File: config.mk
export PLATFORM = sky130hd
export DESIGN_NAME = beetle_periph_top
export DESIGN_NICKNAME = d
export VERILOG_FILES = /design/src/hdl/periph_pkg.sv /design/src/hdl/ahb_decoder.sv /design/src/hdl/ahb_slave_mux.sv /design/src/hdl/ahb_default_slave.sv /design/src/hdl/ahb_gpio.sv /design/src/hdl/timer_counter.sv /design/src/hdl/ahb_timer.sv /design/src/hdl/beetle_periph_top.sv
export VERILOG_INCLUDE_DIRS = /design/src /design/src/hdl
export SDC_FILE = /design/constraint.sdc
export NUM_CORES = 1
export LEC_CHECK = 0
export CAP_MARGIN = 20
export CORE_AREA = 5 5 173 175
export CTS_CLUSTER_SIZE = 8
export DETAILED_ROUTE_END_ITERATION = 7
export DIE_AREA = 0 0 178 180
export DONT_BUFFER_PORTS = 1
export GPL_TIMING_DRIVEN = 0
export PLACE_DENSITY = 0.58
export SYNTH_ARGS = -nofsm -noshare
export SYNTH_HDL_FRONTEND = slang
export SYNTH_SLANG_ARGS = --single-unit
File: constraint.sdc
create_clock -name ahb_clk_i -period 3.9 [get_ports ahb_clk_i]
set_clock_uncertainty 0.2 [all_clocks]
set_input_delay 0.195 -clock ahb_clk_i [delete_from_list [all_inputs] [get_ports ahb_clk_i]]
set_output_delay 0.195 -clock ahb_clk_i [all_outputs]
set_load 0.03 [all_outputs]
File: src/hdl/periph_params.svh
// --------------------------------------------------------------------------
// Address map and register offsets of the peripheral region
// Offsets are word aligned and compared on HADDR[9:0], no byte lanes
// Window 3 of the 4 KB region is unmapped and answers ERROR
// --------------------------------------------------------------------------
`ifndef PERIPH_PARAMS_SVH
`define PERIPH_PARAMS_SVH

`define PERIPH_BASE    32'h4000_0000  // Upper 20 bits compared
`define WIN_GPIO       2'd0           // HADDR[11:10]
`define WIN_TIMER      2'd1
`define WIN_SYSCTRL    2'd2

`define AHB_DW         32             // Data bus width
`define GPIO_W         16             // Pin count

`define GPIO_DATAOUT   10'h000
`define GPIO_OUTEN     10'h004
`define GPIO_DATAIN    10'h008
`define GPIO_INTEN     10'h00C
`define GPIO_INTSTAT   10'h010        // Write 1 to clear

`define TMR_LOAD       10'h000
`define TMR_VALUE      10'h004
`define TMR_CTRL       10'h008
`define TMR_INTCLR     10'h00C
`define TMR_CTRL_EN    0              // CTRL bit positions
`define TMR_CTRL_IE    1

`define HTRANS_IDLE    2'b00
`define HTRANS_NONSEQ  2'b10

`endif

File: src/hdl/periph_pkg.sv
// --------------------------------------------------------------------------
// Bus bundles shared by the peripheral region
// hwdata in ahb_req_t belongs to the data phase of the previous transfer
// --------------------------------------------------------------------------
`include "periph_params.svh"

package periph_pkg;

  // Master side, address phase plus write data
  typedef struct packed {
    logic [1:0]         htrans;   // Bit 1 set for an active transfer
    logic               hwrite;
    logic               hpriv;    // HPROT privileged bit
    logic [31:0]        haddr;
    logic [`AHB_DW-1:0] hwdata;
  } ahb_req_t;

  // Slave side response
  typedef struct packed {
    logic               hreadyout;
    logic               hresp;    // 1 means ERROR
    logic [`AHB_DW-1:0] hrdata;
  } ahb_rsp_t;

  // One-hot slave select
  typedef struct packed {
    logic dflt;
    logic gpio;
    logic timer;
    logic sysctrl;
  } slave_sel_t;

  // Privileged-only flags per slave
  typedef struct packed {
    logic gpio;
    logic timer;
    logic sysctrl;
  } perm_t;

endpackage

File: src/hdl/ahb_decoder.sv
// --------------------------------------------------------------------------
// Address phase decode into one-hot selects
// Refused, unmapped and out-of-region accesses go to the default slave
// --------------------------------------------------------------------------
`timescale 1ns/100ps
`include "periph_params.svh"

module ahb_decoder (
  input  logic                   hsel_i,    // Region select from the bus
  input  logic [31:0]            haddr_i,
  input  logic                   hpriv_i,   // Privileged access
  input  periph_pkg::perm_t      perm_i,    // Privileged-only flags
  output periph_pkg::slave_sel_t sel_o
);

  localparam logic [31:0] BASE = `PERIPH_BASE;

  logic       in_region;  // Inside the 4 KB region
  logic [1:0] win;        // Window index
  logic       user;       // Unprivileged access

  assign in_region = (haddr_i[31:12] == BASE[31:12]);
  assign win       = haddr_i[11:10];
  assign user      = ~hpriv_i;

  // --------------------------------------------------------------------------
  // Slave hits with the privilege filter
  // --------------------------------------------------------------------------
  assign sel_o.gpio    = hsel_i & in_region & (win == `WIN_GPIO)
                         & ~(perm_i.gpio & user);
  assign sel_o.timer   = hsel_i & in_region & (win == `WIN_TIMER)
                         & ~(perm_i.timer & user);
  assign sel_o.sysctrl = hsel_i & in_region & (win == `WIN_SYSCTRL)
                         & ~(perm_i.sysctrl & user);

  // Everything else selected ends at the default slave
  assign sel_o.dflt = hsel_i & ~(sel_o.gpio | sel_o.timer | sel_o.sysctrl);

endmodule

File: src/hdl/ahb_slave_mux.sv
// --------------------------------------------------------------------------
// Data phase response multiplexer toward the master
// Select is registered on hready_i, one cycle behind the address phase
// Nothing registered returns ready, OKAY and zero data
// --------------------------------------------------------------------------
`timescale 1ns/100ps

module ahb_slave_mux (
  input  logic                   ahb_clk_i,
  input  logic                   arst_n_i,
  input  logic                   hready_i,       // Looped back hreadyout
  input  periph_pkg::slave_sel_t sel_i,          // Address phase selects
  input  periph_pkg::ahb_rsp_t   dflt_rsp_i,
  input  periph_pkg::ahb_rsp_t   gpio_rsp_i,
  input  periph_pkg::ahb_rsp_t   timer_rsp_i,
  input  periph_pkg::ahb_rsp_t   sysctrl_rsp_i,  // External slave
  output periph_pkg::ahb_rsp_t   rsp_o
);

  periph_pkg::slave_sel_t sel_q;  // Data phase owner

  always_ff @(posedge ahb_clk_i or negedge arst_n_i) begin
    if (!arst_n_i) begin
      sel_q <= '0;
    end else if (hready_i) begin
      sel_q <= sel_i;                 // Advance only when the bus moves
    end
  end

  always_comb begin
    if (sel_q.dflt) begin
      rsp_o = dflt_rsp_i;
    end else if (sel_q.gpio) begin
      rsp_o = gpio_rsp_i;
    end else if (sel_q.timer) begin
      rsp_o = timer_rsp_i;
    end else if (sel_q.sysctrl) begin
      rsp_o = sysctrl_rsp_i;          // May stall the master
    end else begin
      rsp_o = '{hreadyout: 1'b1, hresp: 1'b0, hrdata: '0};
    end
  end

endmodule

File: src/hdl/ahb_default_slave.sv
// --------------------------------------------------------------------------
// Default slave for unmapped and refused accesses
// Active transfers get the two-cycle ERROR, idle ones OKAY without waits
// Read data is always zero
// --------------------------------------------------------------------------
`timescale 1ns/100ps

module ahb_default_slave (
  input  logic                 ahb_clk_i,
  input  logic                 arst_n_i,
  input  logic                 sel_i,      // Default slave select
  input  logic [1:0]           htrans_i,
  input  logic                 hready_i,
  output periph_pkg::ahb_rsp_t rsp_o
);

  typedef enum logic [1:0] {
    IDLE,
    ERR_FIRST,    // hresp 1, hreadyout 0
    ERR_SECOND    // hresp 1, hreadyout 1
  } state_t;

  state_t state_q;
  state_t state_d;
  logic   accept;   // Active transfer taken this cycle

  assign accept = sel_i & hready_i & htrans_i[1];

  always_comb begin
    case (state_q)
      IDLE:       state_d = accept ? ERR_FIRST : IDLE;
      ERR_FIRST:  state_d = ERR_SECOND;
      ERR_SECOND: state_d = accept ? ERR_FIRST : IDLE;  // Back to back errors
      default:    state_d = IDLE;
    endcase
  end

  always_ff @(posedge ahb_clk_i or negedge arst_n_i) begin
    if (!arst_n_i) begin
      state_q <= IDLE;
    end else begin
      state_q <= state_d;
    end
  end

  assign rsp_o.hreadyout = (state_q != ERR_FIRST);
  assign rsp_o.hresp     = (state_q != IDLE);
  assign rsp_o.hrdata    = '0;

endmodule

File: src/hdl/ahb_gpio.sv
// --------------------------------------------------------------------------
// GPIO block with zero wait states on AHB
// Pins pass a two-flop synchronizer, rising edges set INTSTAT if enabled
// INTSTAT bits clear on write 1, gpio_int_o is their OR
// --------------------------------------------------------------------------
`timescale 1ns/100ps
`include "periph_params.svh"

module ahb_gpio (
  input  logic                 ahb_clk_i,
  input  logic                 arst_n_i,
  input  logic                 sel_i,
  input  logic                 hready_i,
  input  periph_pkg::ahb_req_t req_i,
  input  logic [`GPIO_W-1:0]   gpio_in_i,    // Asynchronous pins
  output periph_pkg::ahb_rsp_t rsp_o,
  output logic [`GPIO_W-1:0]   gpio_out_o,
  output logic [`GPIO_W-1:0]   gpio_en_o,
  output logic                 gpio_int_o
);

  logic               wr_q;       // Write pending in data phase
  logic [9:0]         addr_q;     // Data phase register offset
  logic               wr_en;
  logic [`GPIO_W-1:0] wdata;
  logic [`GPIO_W-1:0] sync1_q;
  logic [`GPIO_W-1:0] sync2_q;
  logic [`GPIO_W-1:0] prev_q;     // For edge detection
  logic [`GPIO_W-1:0] inten_q;
  logic [`GPIO_W-1:0] intstat_q;
  logic [`GPIO_W-1:0] clr;        // Write 1 to clear mask

  // --------------------------------------------------------------------------
  // Address phase capture
  // --------------------------------------------------------------------------
  always_ff @(posedge ahb_clk_i or negedge arst_n_i) begin
    if (!arst_n_i) begin
      wr_q <= 1'b0;
    end else if (hready_i) begin
      wr_q <= sel_i & req_i.htrans[1] & req_i.hwrite;
    end
  end

  always_ff @(posedge ahb_clk_i) begin
    if (hready_i && sel_i && req_i.htrans[1]) begin
      addr_q <= req_i.haddr[9:0];
    end
  end

  assign wr_en = wr_q & hready_i;                 // Ends with the data phase
  assign wdata = req_i.hwdata[`GPIO_W-1:0];
  assign clr   = (wr_en && addr_q == `GPIO_INTSTAT) ? wdata : '0;

  // --------------------------------------------------------------------------
  // Registers, synchronizer and interrupt status
  // --------------------------------------------------------------------------
  always_ff @(posedge ahb_clk_i or negedge arst_n_i) begin
    if (!arst_n_i) begin
      gpio_out_o <= '0;
      gpio_en_o  <= '0;
      inten_q    <= '0;
      sync1_q    <= '0;
      sync2_q    <= '0;
      prev_q     <= '0;
      intstat_q  <= '0;
    end else begin
      if (wr_en && addr_q == `GPIO_DATAOUT) gpio_out_o <= wdata;
      if (wr_en && addr_q == `GPIO_OUTEN)   gpio_en_o  <= wdata;
      if (wr_en && addr_q == `GPIO_INTEN)   inten_q    <= wdata;
      sync1_q   <= gpio_in_i;
      sync2_q   <= sync1_q;
      prev_q    <= sync2_q;
      intstat_q <= (intstat_q & ~clr) | (sync2_q & ~prev_q & inten_q);  // New edge wins
    end
  end

  assign gpio_int_o = |intstat_q;

  always_comb begin
    rsp_o = '{hreadyout: 1'b1, hresp: 1'b0, hrdata: '0};
    case (addr_q)
      `GPIO_DATAOUT: rsp_o.hrdata[`GPIO_W-1:0] = gpio_out_o;
      `GPIO_OUTEN:   rsp_o.hrdata[`GPIO_W-1:0] = gpio_en_o;
      `GPIO_DATAIN:  rsp_o.hrdata[`GPIO_W-1:0] = sync2_q;   // Synchronized pins
      `GPIO_INTEN:   rsp_o.hrdata[`GPIO_W-1:0] = inten_q;
      `GPIO_INTSTAT: rsp_o.hrdata[`GPIO_W-1:0] = intstat_q;
      default:       rsp_o.hrdata = '0;
    endcase
  end

endmodule

File: src/hdl/timer_counter.sv
// --------------------------------------------------------------------------
// Periodic down counter, one step per enabled tick
// At value 1 a tick reloads and sets the status, a load write wins
// Counting from 0 wraps to all ones
// --------------------------------------------------------------------------
`timescale 1ns/100ps

module timer_counter (
  input  logic        ahb_clk_i,
  input  logic        arst_n_i,
  input  logic        tick_i,       // Clock enable from outside
  input  logic        enable_i,
  input  logic        load_wr_i,    // Copy load value now
  input  logic [31:0] load_val_i,
  input  logic        int_clr_i,
  output logic [31:0] value_o,
  output logic        int_stat_o
);

  logic step;     // Counting this cycle
  logic expire;   // Reaching the end of a period

  assign step   = tick_i & enable_i;
  assign expire = step & (value_o == 32'd1);

  always_ff @(posedge ahb_clk_i or negedge arst_n_i) begin
    if (!arst_n_i) begin
      value_o    <= '0;
      int_stat_o <= 1'b0;
    end else begin
      if (load_wr_i || expire) begin
        value_o <= load_val_i;
      end else if (step) begin
        value_o <= value_o - 32'd1;
      end
      int_stat_o <= (int_stat_o & ~int_clr_i) | expire;  // Expiry beats clear
    end
  end

endmodule

File: src/hdl/ahb_timer.sv
// --------------------------------------------------------------------------
// AHB front end of the single timer, zero wait states
// LOAD and CTRL live here, VALUE and status in the counter
// timer_int_o is the status masked by CTRL interrupt enable
// --------------------------------------------------------------------------
`timescale 1ns/100ps
`include "periph_params.svh"

module ahb_timer (
  input  logic                 ahb_clk_i,
  input  logic                 arst_n_i,
  input  logic                 sel_i,
  input  logic                 hready_i,
  input  periph_pkg::ahb_req_t req_i,
  input  logic                 timer_clken_i,  // Count tick
  output periph_pkg::ahb_rsp_t rsp_o,
  output logic                 timer_int_o
);

  logic        wr_q;       // Write pending in data phase
  logic [9:0]  addr_q;
  logic        wr_en;
  logic [31:0] load_q;
  logic [1:0]  ctrl_q;     // Bit 0 enable, bit 1 interrupt enable
  logic        load_wr;
  logic        int_clr;
  logic [31:0] load_val;
  logic [31:0] value;
  logic        int_stat;

  always_ff @(posedge ahb_clk_i or negedge arst_n_i) begin
    if (!arst_n_i) begin
      wr_q <= 1'b0;
    end else if (hready_i) begin
      wr_q <= sel_i & req_i.htrans[1] & req_i.hwrite;
    end
  end

  always_ff @(posedge ahb_clk_i) begin
    if (hready_i && sel_i && req_i.htrans[1]) begin
      addr_q <= req_i.haddr[9:0];
    end
  end

  assign wr_en    = wr_q & hready_i;
  assign load_wr  = wr_en & (addr_q == `TMR_LOAD);
  assign int_clr  = wr_en & (addr_q == `TMR_INTCLR);
  assign load_val = load_wr ? req_i.hwdata : load_q;  // New value on the write edge

  always_ff @(posedge ahb_clk_i or negedge arst_n_i) begin
    if (!arst_n_i) begin
      load_q <= '0;
      ctrl_q <= '0;
    end else begin
      if (load_wr) load_q <= req_i.hwdata;
      if (wr_en && addr_q == `TMR_CTRL) ctrl_q <= req_i.hwdata[1:0];
    end
  end

  timer_counter u_timer_counter (
    .ahb_clk_i  (ahb_clk_i),
    .arst_n_i   (arst_n_i),
    .tick_i     (timer_clken_i),
    .enable_i   (ctrl_q[`TMR_CTRL_EN]),
    .load_wr_i  (load_wr),
    .load_val_i (load_val),
    .int_clr_i  (int_clr),
    .value_o    (value),
    .int_stat_o (int_stat)
  );

  assign timer_int_o = int_stat & ctrl_q[`TMR_CTRL_IE];

  always_comb begin
    rsp_o = '{hreadyout: 1'b1, hresp: 1'b0, hrdata: '0};
    case (addr_q)
      `TMR_LOAD:  rsp_o.hrdata = load_q;
      `TMR_VALUE: rsp_o.hrdata = value;
      `TMR_CTRL:  rsp_o.hrdata = {30'd0, ctrl_q};
      default:    rsp_o.hrdata = '0;   // INTCLR reads zero
    endcase
  end

endmodule

File: src/hdl/beetle_periph_top.sv
// --------------------------------------------------------------------------
// AHB peripheral region, single clock ahb_clk_i
// hready_i must be the looped back rsp_o.hreadyout
// System control slave is external, only its select leaves here
// --------------------------------------------------------------------------
`timescale 1ns/100ps
`include "periph_params.svh"

module beetle_periph_top (
  input  logic                 ahb_clk_i,
  input  logic                 arst_n_i,
  input  logic                 hsel_i,
  input  logic                 hready_i,
  input  periph_pkg::ahb_req_t req_i,
  input  periph_pkg::perm_t    perm_i,         // Privileged-only flags
  input  periph_pkg::ahb_rsp_t sysctrl_rsp_i,
  input  logic [`GPIO_W-1:0]   gpio_in_i,
  input  logic                 timer_clken_i,
  output periph_pkg::ahb_rsp_t rsp_o,
  output logic                 sysctrl_sel_o,
  output logic [`GPIO_W-1:0]   gpio_out_o,
  output logic [`GPIO_W-1:0]   gpio_en_o,
  output logic                 gpio_int_o,
  output logic                 timer_int_o
);

  periph_pkg::slave_sel_t sel;        // Address phase selects
  periph_pkg::ahb_rsp_t   dflt_rsp;
  periph_pkg::ahb_rsp_t   gpio_rsp;
  periph_pkg::ahb_rsp_t   timer_rsp;

  assign sysctrl_sel_o = sel.sysctrl;

  // --------------------------------------------------------------------------
  // Decode, mux and default slave
  // --------------------------------------------------------------------------
  ahb_decoder u_ahb_decoder (
    .hsel_i  (hsel_i),
    .haddr_i (req_i.haddr),
    .hpriv_i (req_i.hpriv),
    .perm_i  (perm_i),
    .sel_o   (sel)
  );

  ahb_slave_mux u_ahb_slave_mux (
    .ahb_clk_i     (ahb_clk_i),
    .arst_n_i      (arst_n_i),
    .hready_i      (hready_i),
    .sel_i         (sel),
    .dflt_rsp_i    (dflt_rsp),
    .gpio_rsp_i    (gpio_rsp),
    .timer_rsp_i   (timer_rsp),
    .sysctrl_rsp_i (sysctrl_rsp_i),
    .rsp_o         (rsp_o)
  );

  ahb_default_slave u_ahb_default_slave (
    .ahb_clk_i (ahb_clk_i),
    .arst_n_i  (arst_n_i),
    .sel_i     (sel.dflt),
    .htrans_i  (req_i.htrans),
    .hready_i  (hready_i),
    .rsp_o     (dflt_rsp)
  );

  // --------------------------------------------------------------------------
  // Peripherals
  // --------------------------------------------------------------------------
  ahb_gpio u_ahb_gpio (
    .ahb_clk_i  (ahb_clk_i),
    .arst_n_i   (arst_n_i),
    .sel_i      (sel.gpio),
    .hready_i   (hready_i),
    .req_i      (req_i),
    .gpio_in_i  (gpio_in_i),
    .rsp_o      (gpio_rsp),
    .gpio_out_o (gpio_out_o),
    .gpio_en_o  (gpio_en_o),
    .gpio_int_o (gpio_int_o)
  );

  ahb_timer u_ahb_timer (
    .ahb_clk_i     (ahb_clk_i),
    .arst_n_i      (arst_n_i),
    .sel_i         (sel.timer),
    .hready_i      (hready_i),
    .req_i         (req_i),
    .timer_clken_i (timer_clken_i),
    .rsp_o         (timer_rsp),
    .timer_int_o   (timer_int_o)
  );

endmodule

=== Yosys cells after proc, flatten, opt, wreduce, memory -nomap -nowiden ===
Cells that the tools add are included.

* Output and inout port bits: 69
* Word-level logic and storage cells: 105
* Register bits: 207

* Add/subtract/negate cells: 1
* Equality and inequality tests: 14
* Muxes and demuxes: 12
* Reduce and logical (&&, ||, !) cells: 18
* Bitwise logic cells: 40

{| class="wikitable"
|+ Operator list
! cell !! number
|-
| 2-to-1 mux 34 bit || 4
|-
| 2-to-1 mux 32 bit || 3
|-
| case mux 32 bit (3 select lines) || 1
|-
| case mux 16 bit (5 select lines) || 1
|-
| bitwise AND 16 bit || 3
|-
| == test 10 x 4 -> 1 bit (second input constant) || 4
|-
| == test 32 x 1 -> 1 bit (second input constant) || 1
|-
| NOT 16 bit || 2
|-
| subtractor 32 x 1 -> 32 bit (second input constant) || 1
|-
| bitwise AND 1 bit || 25
|-
| == test 10 x 3 -> 1 bit (second input constant) || 2
|-
| == test 20 x 19 -> 1 bit (second input constant) || 1
|-
| logical NOT 10 bit || 2
|-
| 2-to-1 mux 16 bit || 1
|-
| OR 16 bit || 1
|-
| OR reduction 16 bit || 1
|-
| == test 10 x 5 -> 1 bit (second input constant) || 1
|-
| logical AND 1 bit || 9
|-
| NOT 1 bit || 6
|-
| == test 2 x 1 -> 1 bit (second input constant) || 2
|-
| == test 2 bit (second input constant) || 2
|-
| logical NOT 2 bit || 2
|-
| case mux 2 bit (2 select lines) || 1
|-
| nonzero test 2 bit || 2
|-
| 5 further kinds || 7
|}

=== Depth between registers and ports, before layout ===
* Word-level depth: 12
* Depth in mapped cells: 9

=== Cells and area by module ===
Synthesis repeated with hierarchy kept, for this count alone.

* Cells, all modules: 963
* Area total of the unflattened synthesis: 11338.4 um^2

{| class="wikitable"
|+ Modules (own cells, without submodules)
! module !! instances !! area an instance (um^2) !! cells each
|-
| ahb_gpio || 1 || 5325.1 || 415
|-
| ahb_timer || 1 || 2362.3 || 178
|-
| timer_counter || 1 || 2133.3 || 171
|-
| ahb_slave_mux || 1 || 1046.0 || 138
|-
| ahb_default_slave || 1 || 322.8 || 39
|-
| ahb_decoder || 1 || 148.9 || 22
|}

=== Least setup slack after synthesis ===
No wires, ideal clock.

* Kind: input -> register
* Start point: in req_i[45] in the netlist's numbering
* End point: reg u_ahb_slave_mux.sel_q[3] in the netlist's numbering
* Data arrival time: 2649 ps
* Library setup time: 138 ps
* Stages: 5
* Path buffers: 0
* Setup slack: 913 ps
* Required time: 3562 ps
* Cell sequence: nor4b_1 -> nand4_1 -> a2111oi_0 -> nand3b_1 -> o22ai_1

* Elaborated cells on any way between the ends: 12
* Those cells by class: eq/ne: 1; bitwise: 11

{| class="wikitable"
|+ RTL lines
! item !! line !! source
|-
| start, declared || beetle_periph_top.sv:14 || <nowiki>input periph_pkg::ahb_req_t req_i,</nowiki>
|-
| == test 20 x 19 -> 1 bit || ahb_decoder.sv:22 || <nowiki>assign in_region = (haddr_i[31:12] == BASE[31:12]);</nowiki>
|-
| bitwise AND 1 bit (3 in a row) || ahb_decoder.sv:33 || <nowiki>assign sel_o.sysctrl = hsel_i & in_region & (win == `WIN_SYSCTRL)</nowiki>
|-
| named net sysctrl_sel_o || beetle_periph_top.sv:20 || <nowiki>output logic sysctrl_sel_o,</nowiki>
|-
| OR 1 bit || ahb_decoder.sv:37 || <nowiki>assign sel_o.dflt = hsel_i & ~(sel_o.gpio | sel_o.timer | sel_o.sysctrl);</nowiki>
|-
| NOT 1 bit || ahb_decoder.sv:37 ||
|-
| bitwise AND 1 bit || ahb_decoder.sv:37 ||
|-
| end signal, assigned || ahb_slave_mux.sv:26 || <nowiki>sel_q <= sel_i;</nowiki>
|-
| end, declared || ahb_slave_mux.sv:20 || <nowiki>periph_pkg::slave_sel_t sel_q;</nowiki>
|}

The timed path passes the listed nets, and every way through them passes these cells.
A chain may end at the register's enable or synchronous reset.

==> flow_results.xml <==
<?xml version="1.0" encoding="UTF-8"?>
<metrics>
  <group name="run_status">
    <metric name="run_status" unit="">finished, violations left</metric>
    <metric name="failed_checks" unit="">hold timing</metric>
  </group>
  <group name="floorplanning">
    <metric name="rows" unit="">62</metric>
    <metric name="floorplan.die.height" unit="um">180</metric>
    <metric name="start_util" unit="%">34.1</metric>
    <metric name="floorplan_core_area" unit="um^2">28300</metric>
    <metric name="floorplan.io_pins" unit="">195</metric>
    <metric name="design.die.area" unit="um^2">32000</metric>
    <metric name="die_x" unit="um">178</metric>
  </group>
  <group name="timing">
    <metric name="final_max_slew_viols" unit="">0</metric>
    <metric name="final_setup_viols" unit="">0</metric>
    <metric name="period_needed" unit="ns">3.73</metric>
    <metric name="max_slew_margin" unit="%">37.3</metric>
    <metric name="final.hold.worst_slack" unit="ns">-0.840</metric>
    <metric name="final-hold-violation-count" unit="">187</metric>
    <metric name="layout_worst_path_cycle_share" unit="%">95.7</metric>
    <metric name="final_critical_path_setup_slack" unit="ns">0.167</metric>
    <metric name="timing_worst_slew_pin_value" unit="ns">0.939</metric>
    <metric name="f_max" unit="MHz">268</metric>
    <metric name="rsz0062_at_grt" unit="">no</metric>
  </group>
  <group name="finish">
    <metric name="design_area" unit="um^2">11600</metric>
    <metric name="areaGrowthSynthToFinish" unit="%">20.6</metric>
    <metric name="drive_gt1_share" unit="%">13.4</metric>
    <metric name="nets" unit="">1114</metric>
    <metric name="final.fill_count" unit="">2756</metric>
    <metric name="stdcell_count" unit="">1378</metric>
    <metric name="utilization" unit="%">41.1</metric>
  </group>
  <group name="worst_setup_path">
    <metric name="worst_path_dominant_cell_family" unit="">simple AND/OR/NAND/NOR gates</metric>
    <metric name="max_stage_delay_on_crit_path" unit="ns">0.54</metric>
    <metric name="cp-start-kind" unit="">flip-flop</metric>
    <metric name="category_of_the_most_critical_setup_path" unit="">reg -&gt; out</metric>
    <metric name="critical_path.cell_chain" unit="">nor4_2 -&gt; nand3_1 -&gt; nor2_1 -&gt; clkbuf_2 -&gt; clkbuf_1 -&gt; a22oi_1 -&gt; o21ai_1</metric>
    <metric name="worst_path_max_delay_cell" unit="">sky130_fd_sc_hd__nor4_2</metric>
    <metric name="worst_ep_arrival_time" unit="ns">3.34</metric>
    <metric name="crit_fanout" unit="">10</metric>
    <metric name="worst-r2r-setup-slack" unit="ns">0.88</metric>
    <metric name="critical_path.endpoint_type" unit="">output pin</metric>
    <metric name="worst-endpoint-required" unit="ns">3.50</metric>
    <metric name="crit_buf_inv" unit="">2</metric>
  </group>
  <group name="routing">
    <metric name="vias" unit="">7475</metric>
    <metric name="detail_route.first_pass.iterations" unit="">7</metric>
    <metric name="post_drt_via_cell_ratio" unit="">5.42</metric>
    <metric name="wl_met1" unit="um">13500</metric>
    <metric name="average_routed_wire_per_standard_cell" unit="um">21.8</metric>
    <metric name="highest_layer" unit="">met4</metric>
    <metric name="routed-wl-met2" unit="um">13700</metric>
    <metric name="totalWireLength" unit="um">30100</metric>
    <metric name="drc_errors" unit="">0</metric>
    <metric name="met3RoutedLength" unit="um">2240</metric>
    <metric name="ant_nets" unit="">0</metric>
    <metric name="detail_route.iter0.violations" unit="">523</metric>
  </group>
  <group name="yosys">
    <metric name="yosys_warnings" unit="">0</metric>
    <metric name="synth_top_cell_by_area" unit="">sky130_fd_sc_hd__dfrtp_1</metric>
    <metric name="syn-num-nets" unit="">1012</metric>
    <metric name="post-synth-top-area-fraction" unit="%">48.5</metric>
    <metric name="synth-async-reset-ratio" unit="%">90.3</metric>
    <metric name="synth_edf_count" unit="">20</metric>
    <metric name="synth.area.top_cells" unit="">sky130_fd_sc_hd__dfrtp_1 (49%), sky130_fd_sc_hd__mux2_2 (8.8%), sky130_fd_sc_hd__nand2_1 (6.8%)</metric>
    <metric name="syn-cell-area" unit="um^2">9650</metric>
    <metric name="synth_seq_area_share" unit="%">54.7</metric>
    <metric name="ys_types" unit="">67</metric>
    <metric name="yosys_most_used_dff" unit="">sky130_fd_sc_hd__dfrtp_1</metric>
    <metric name="synthCells" unit="">884</metric>
    <metric name="ys_ff_latch" unit="">207</metric>
    <metric name="synth_area_per_cell" unit="um^2">10.9</metric>
  </group>
  <group name="clocking">
    <metric name="insertion_delay" unit="ns">0.54</metric>
    <metric name="numCtsBuffers" unit="">29</metric>
    <metric name="post_cts_setup_buffers" unit="">0</metric>
    <metric name="clockRootBuffer" unit="">sky130_fd_sc_hd__clkbuf_16</metric>
    <metric name="clk_pin_slew" unit="ns">0.05</metric>
    <metric name="clock_tree_from_tritoncts" unit="">built</metric>
    <metric name="cts_max_level" unit="">1</metric>
    <metric name="clock_sinks" unit="">207</metric>
    <metric name="ctsLongestPathBuffers" unit="">3</metric>
  </group>
  <group name="placed_design">
    <metric name="numPortBuffers" unit="">0</metric>
    <metric name="pre_cts_slack" unit="ns">-0.0115</metric>
    <metric name="detailedPlacementHpwl" unit="um">21300</metric>
    <metric name="numPlacedInstances" unit="">1270</metric>
    <metric name="globalplace.congestion" unit="">0.879</metric>
    <metric name="dpl-instance-area" unit="um^2">10100</metric>
  </group>
  <group name="power">
    <metric name="design_power_total" unit="mW">4.50</metric>
    <metric name="power.static_leakage" unit="nW">4.96</metric>
    <metric name="maximum_vdd_drop" unit="mV">0.357</metric>
    <metric name="pwr_density_cell" unit="nW/um^2">387</metric>
  </group>
  <group name="grt">
    <metric name="grt_pass1_vias" unit="">7681</metric>
    <metric name="grt.total_usage" unit="%">18.4</metric>
    <metric name="number_of_antenna_violations_at_the_first_check_in_global_routing" unit="">4</metric>
    <metric name="grt_max_degree" unit="">188</metric>
    <metric name="grt_first_pass_wirelength" unit="um">46500</metric>
    <metric name="grt_remaining_overflow" unit="">0</metric>
  </group>
  <group name="min_path">
    <metric name="kind_of_path_behind_the_tightest_hold_check" unit="">in -&gt; async</metric>
  </group>
  <group name="job">
    <metric name="max_capacitance_violation_count" unit="">0</metric>
  </group>
</metrics>
==> what timing repair did <==
action / in CTS / in global routing
endpoints found under the setup margin: 24 / 26
endpoints found under the hold margin: 381 / 188
cloned: 0 / 0
hold buffers: 69 / 1
gates resized for setup: 17 / 9
==> layout by cell type, fill, tap and decap left out, drive strengths merged, types with 5 or more instances in the layout <==
master and count:
inv 12, o22ai 7, a32o 9, and3 6, nand2 175, nand4 10
clkbuf 75, mux2 77, a22oi 37, dfrtp 187, dlygate4sd3 70, nor3 15
buf 11, and2 8, edfxtp 20, nor2 24, nand3 18, o211ai 12
o21ai 41, xor2 9, a21o 5, nor4 25, or4 7, nor4b 5
xnor2 15, o2bb2ai 25, mux2i 22, a21oi 10
==> kinds of logic after synthesis <==
kind of cell	synth area share, %
and+or+nand+nor	16.1
DFF	54.7
AOI/OAI and AO/OA	12.9
adders and majority gates	0.259
xor gates and xnor gates	2.26
buffers and inverters	2.50
muxes	11.3
==> routing by layer <==
layer	track usage (%)	vias to the layer above
met4	4.70	0
met5	0	-
met3	3.93	36
met2	28.6	255
li1	-	3436
met1	26.2	3748
==> per-stage QoR <==
step,setup TNS [ns],hold WS (ns)
6_report,0,-0.840
5_1_grt,0,-0.871
4_1_cts,0,-0.859
3_5_place_dp,-0.0115,-0.294
3_3_place_gp,0,-0.293
2_1_floorplan,0,-0.301
==> cell usage after synthesis, types with 3 or more instances <==
library cell	instances
sky130_fd_sc_hd__nand2_1	175
sky130_fd_sc_hd__and3_1	6
sky130_fd_sc_hd__o211ai_1	12
sky130_fd_sc_hd__inv_1	11
sky130_fd_sc_hd__nor4_1	23
sky130_fd_sc_hd__nor3_1	14
sky130_fd_sc_hd__mux2_2	75
sky130_fd_sc_hd__o22ai_1	7
sky130_fd_sc_hd__a31oi_1	3
sky130_fd_sc_hd__nand2b_1	4
sky130_fd_sc_hd__or4_1	6
sky130_fd_sc_hd__and2_1	8
sky130_fd_sc_hd__a21oi_1	10
sky130_fd_sc_hd__o21ai_0	41
sky130_fd_sc_hd__nand3b_1	3
sky130_fd_sc_hd__buf_2	7
sky130_fd_sc_hd__a41oi_1	3
sky130_fd_sc_hd__edfxtp_1	20
sky130_fd_sc_hd__xor2_1	9
sky130_fd_sc_hd__a32o_1	9
sky130_fd_sc_hd__nand3_1	18
sky130_fd_sc_hd__buf_1	3
sky130_fd_sc_hd__nor2b_1	4
sky130_fd_sc_hd__nor4b_1	5
sky130_fd_sc_hd__dfrtp_1	187
sky130_fd_sc_hd__nor2_1	24
sky130_fd_sc_hd__xnor2_1	14
sky130_fd_sc_hd__mux2i_1	22
sky130_fd_sc_hd__nand4b_1	3
sky130_fd_sc_hd__clkbuf_1	41
sky130_fd_sc_hd__o2bb2ai_1	25
sky130_fd_sc_hd__o31ai_1	3
sky130_fd_sc_hd__a22oi_1	37
sky130_fd_sc_hd__nand4_1	9
sky130_fd_sc_hd__a21o_1	5
==> area by class of cell <==
class                      instances  area [um^2]  share of cell area [%]
multi-input combinational        615         4160                    35.8
clock inverter                     1         8.76                  0.0753
antenna                            4         10.0                  0.0860
inverter                          11         41.3                   0.355
buffer                            50          198                    1.70
tap                              384          480                    4.13
timing repair buffer              72          712                    6.12
sequential                       207         5280                    45.4
clock buffer                      34          744                    6.40
==> registers in the layout (all words and copies together) (netlist names), 4 cells and up <==
name,count
u_ahb_gpio.gpio_en_o,16
u_ahb_gpio.inten_q,16
u_ahb_gpio.gpio_out_o,16
u_ahb_gpio.prev_q,16
u_ahb_timer.addr_q,10
u_ahb_timer.load_q,32
u_ahb_slave_mux.sel_q,4
u_ahb_gpio.addr_q,10
u_ahb_gpio.sync1_q,16
u_ahb_timer.u_timer_counter.value_o,32
u_ahb_gpio.sync2_q,16
u_ahb_gpio.intstat_q,16
==> power by group <==
group | internal (mW) | switching [mW]
registers | 2.21 | 0.0161
logic | 0.0566 | 0.0433
clock network | 1.31 | 0.869
==> path summary, 6_finish.rpt <==
| check | cells past startpoint | to | startpoint |
|---|---|---|---|
| min | 0 | u_ahb_gpio.gpio_out_o[5] | arst_n_i |
| max in group asynchronous | 0 | u_ahb_timer.u_timer_counter.value_o[19] | arst_n_i |
| max reg2reg | 4 | u_ahb_gpio.gpio_en_o[7] | u_ahb_gpio.addr_q[4] |
| max | 7 | rsp_o[28] | u_ahb_timer.addr_q[7] |
| min in group ahb_clk_i | 1 | u_ahb_gpio.sync1_q[1] | gpio_in_i[1] |
| min reg2reg | 0 | u_ahb_gpio.sync2_q[5] | u_ahb_gpio.sync1_q[5] |
Power figures use the tool's default switching activity.
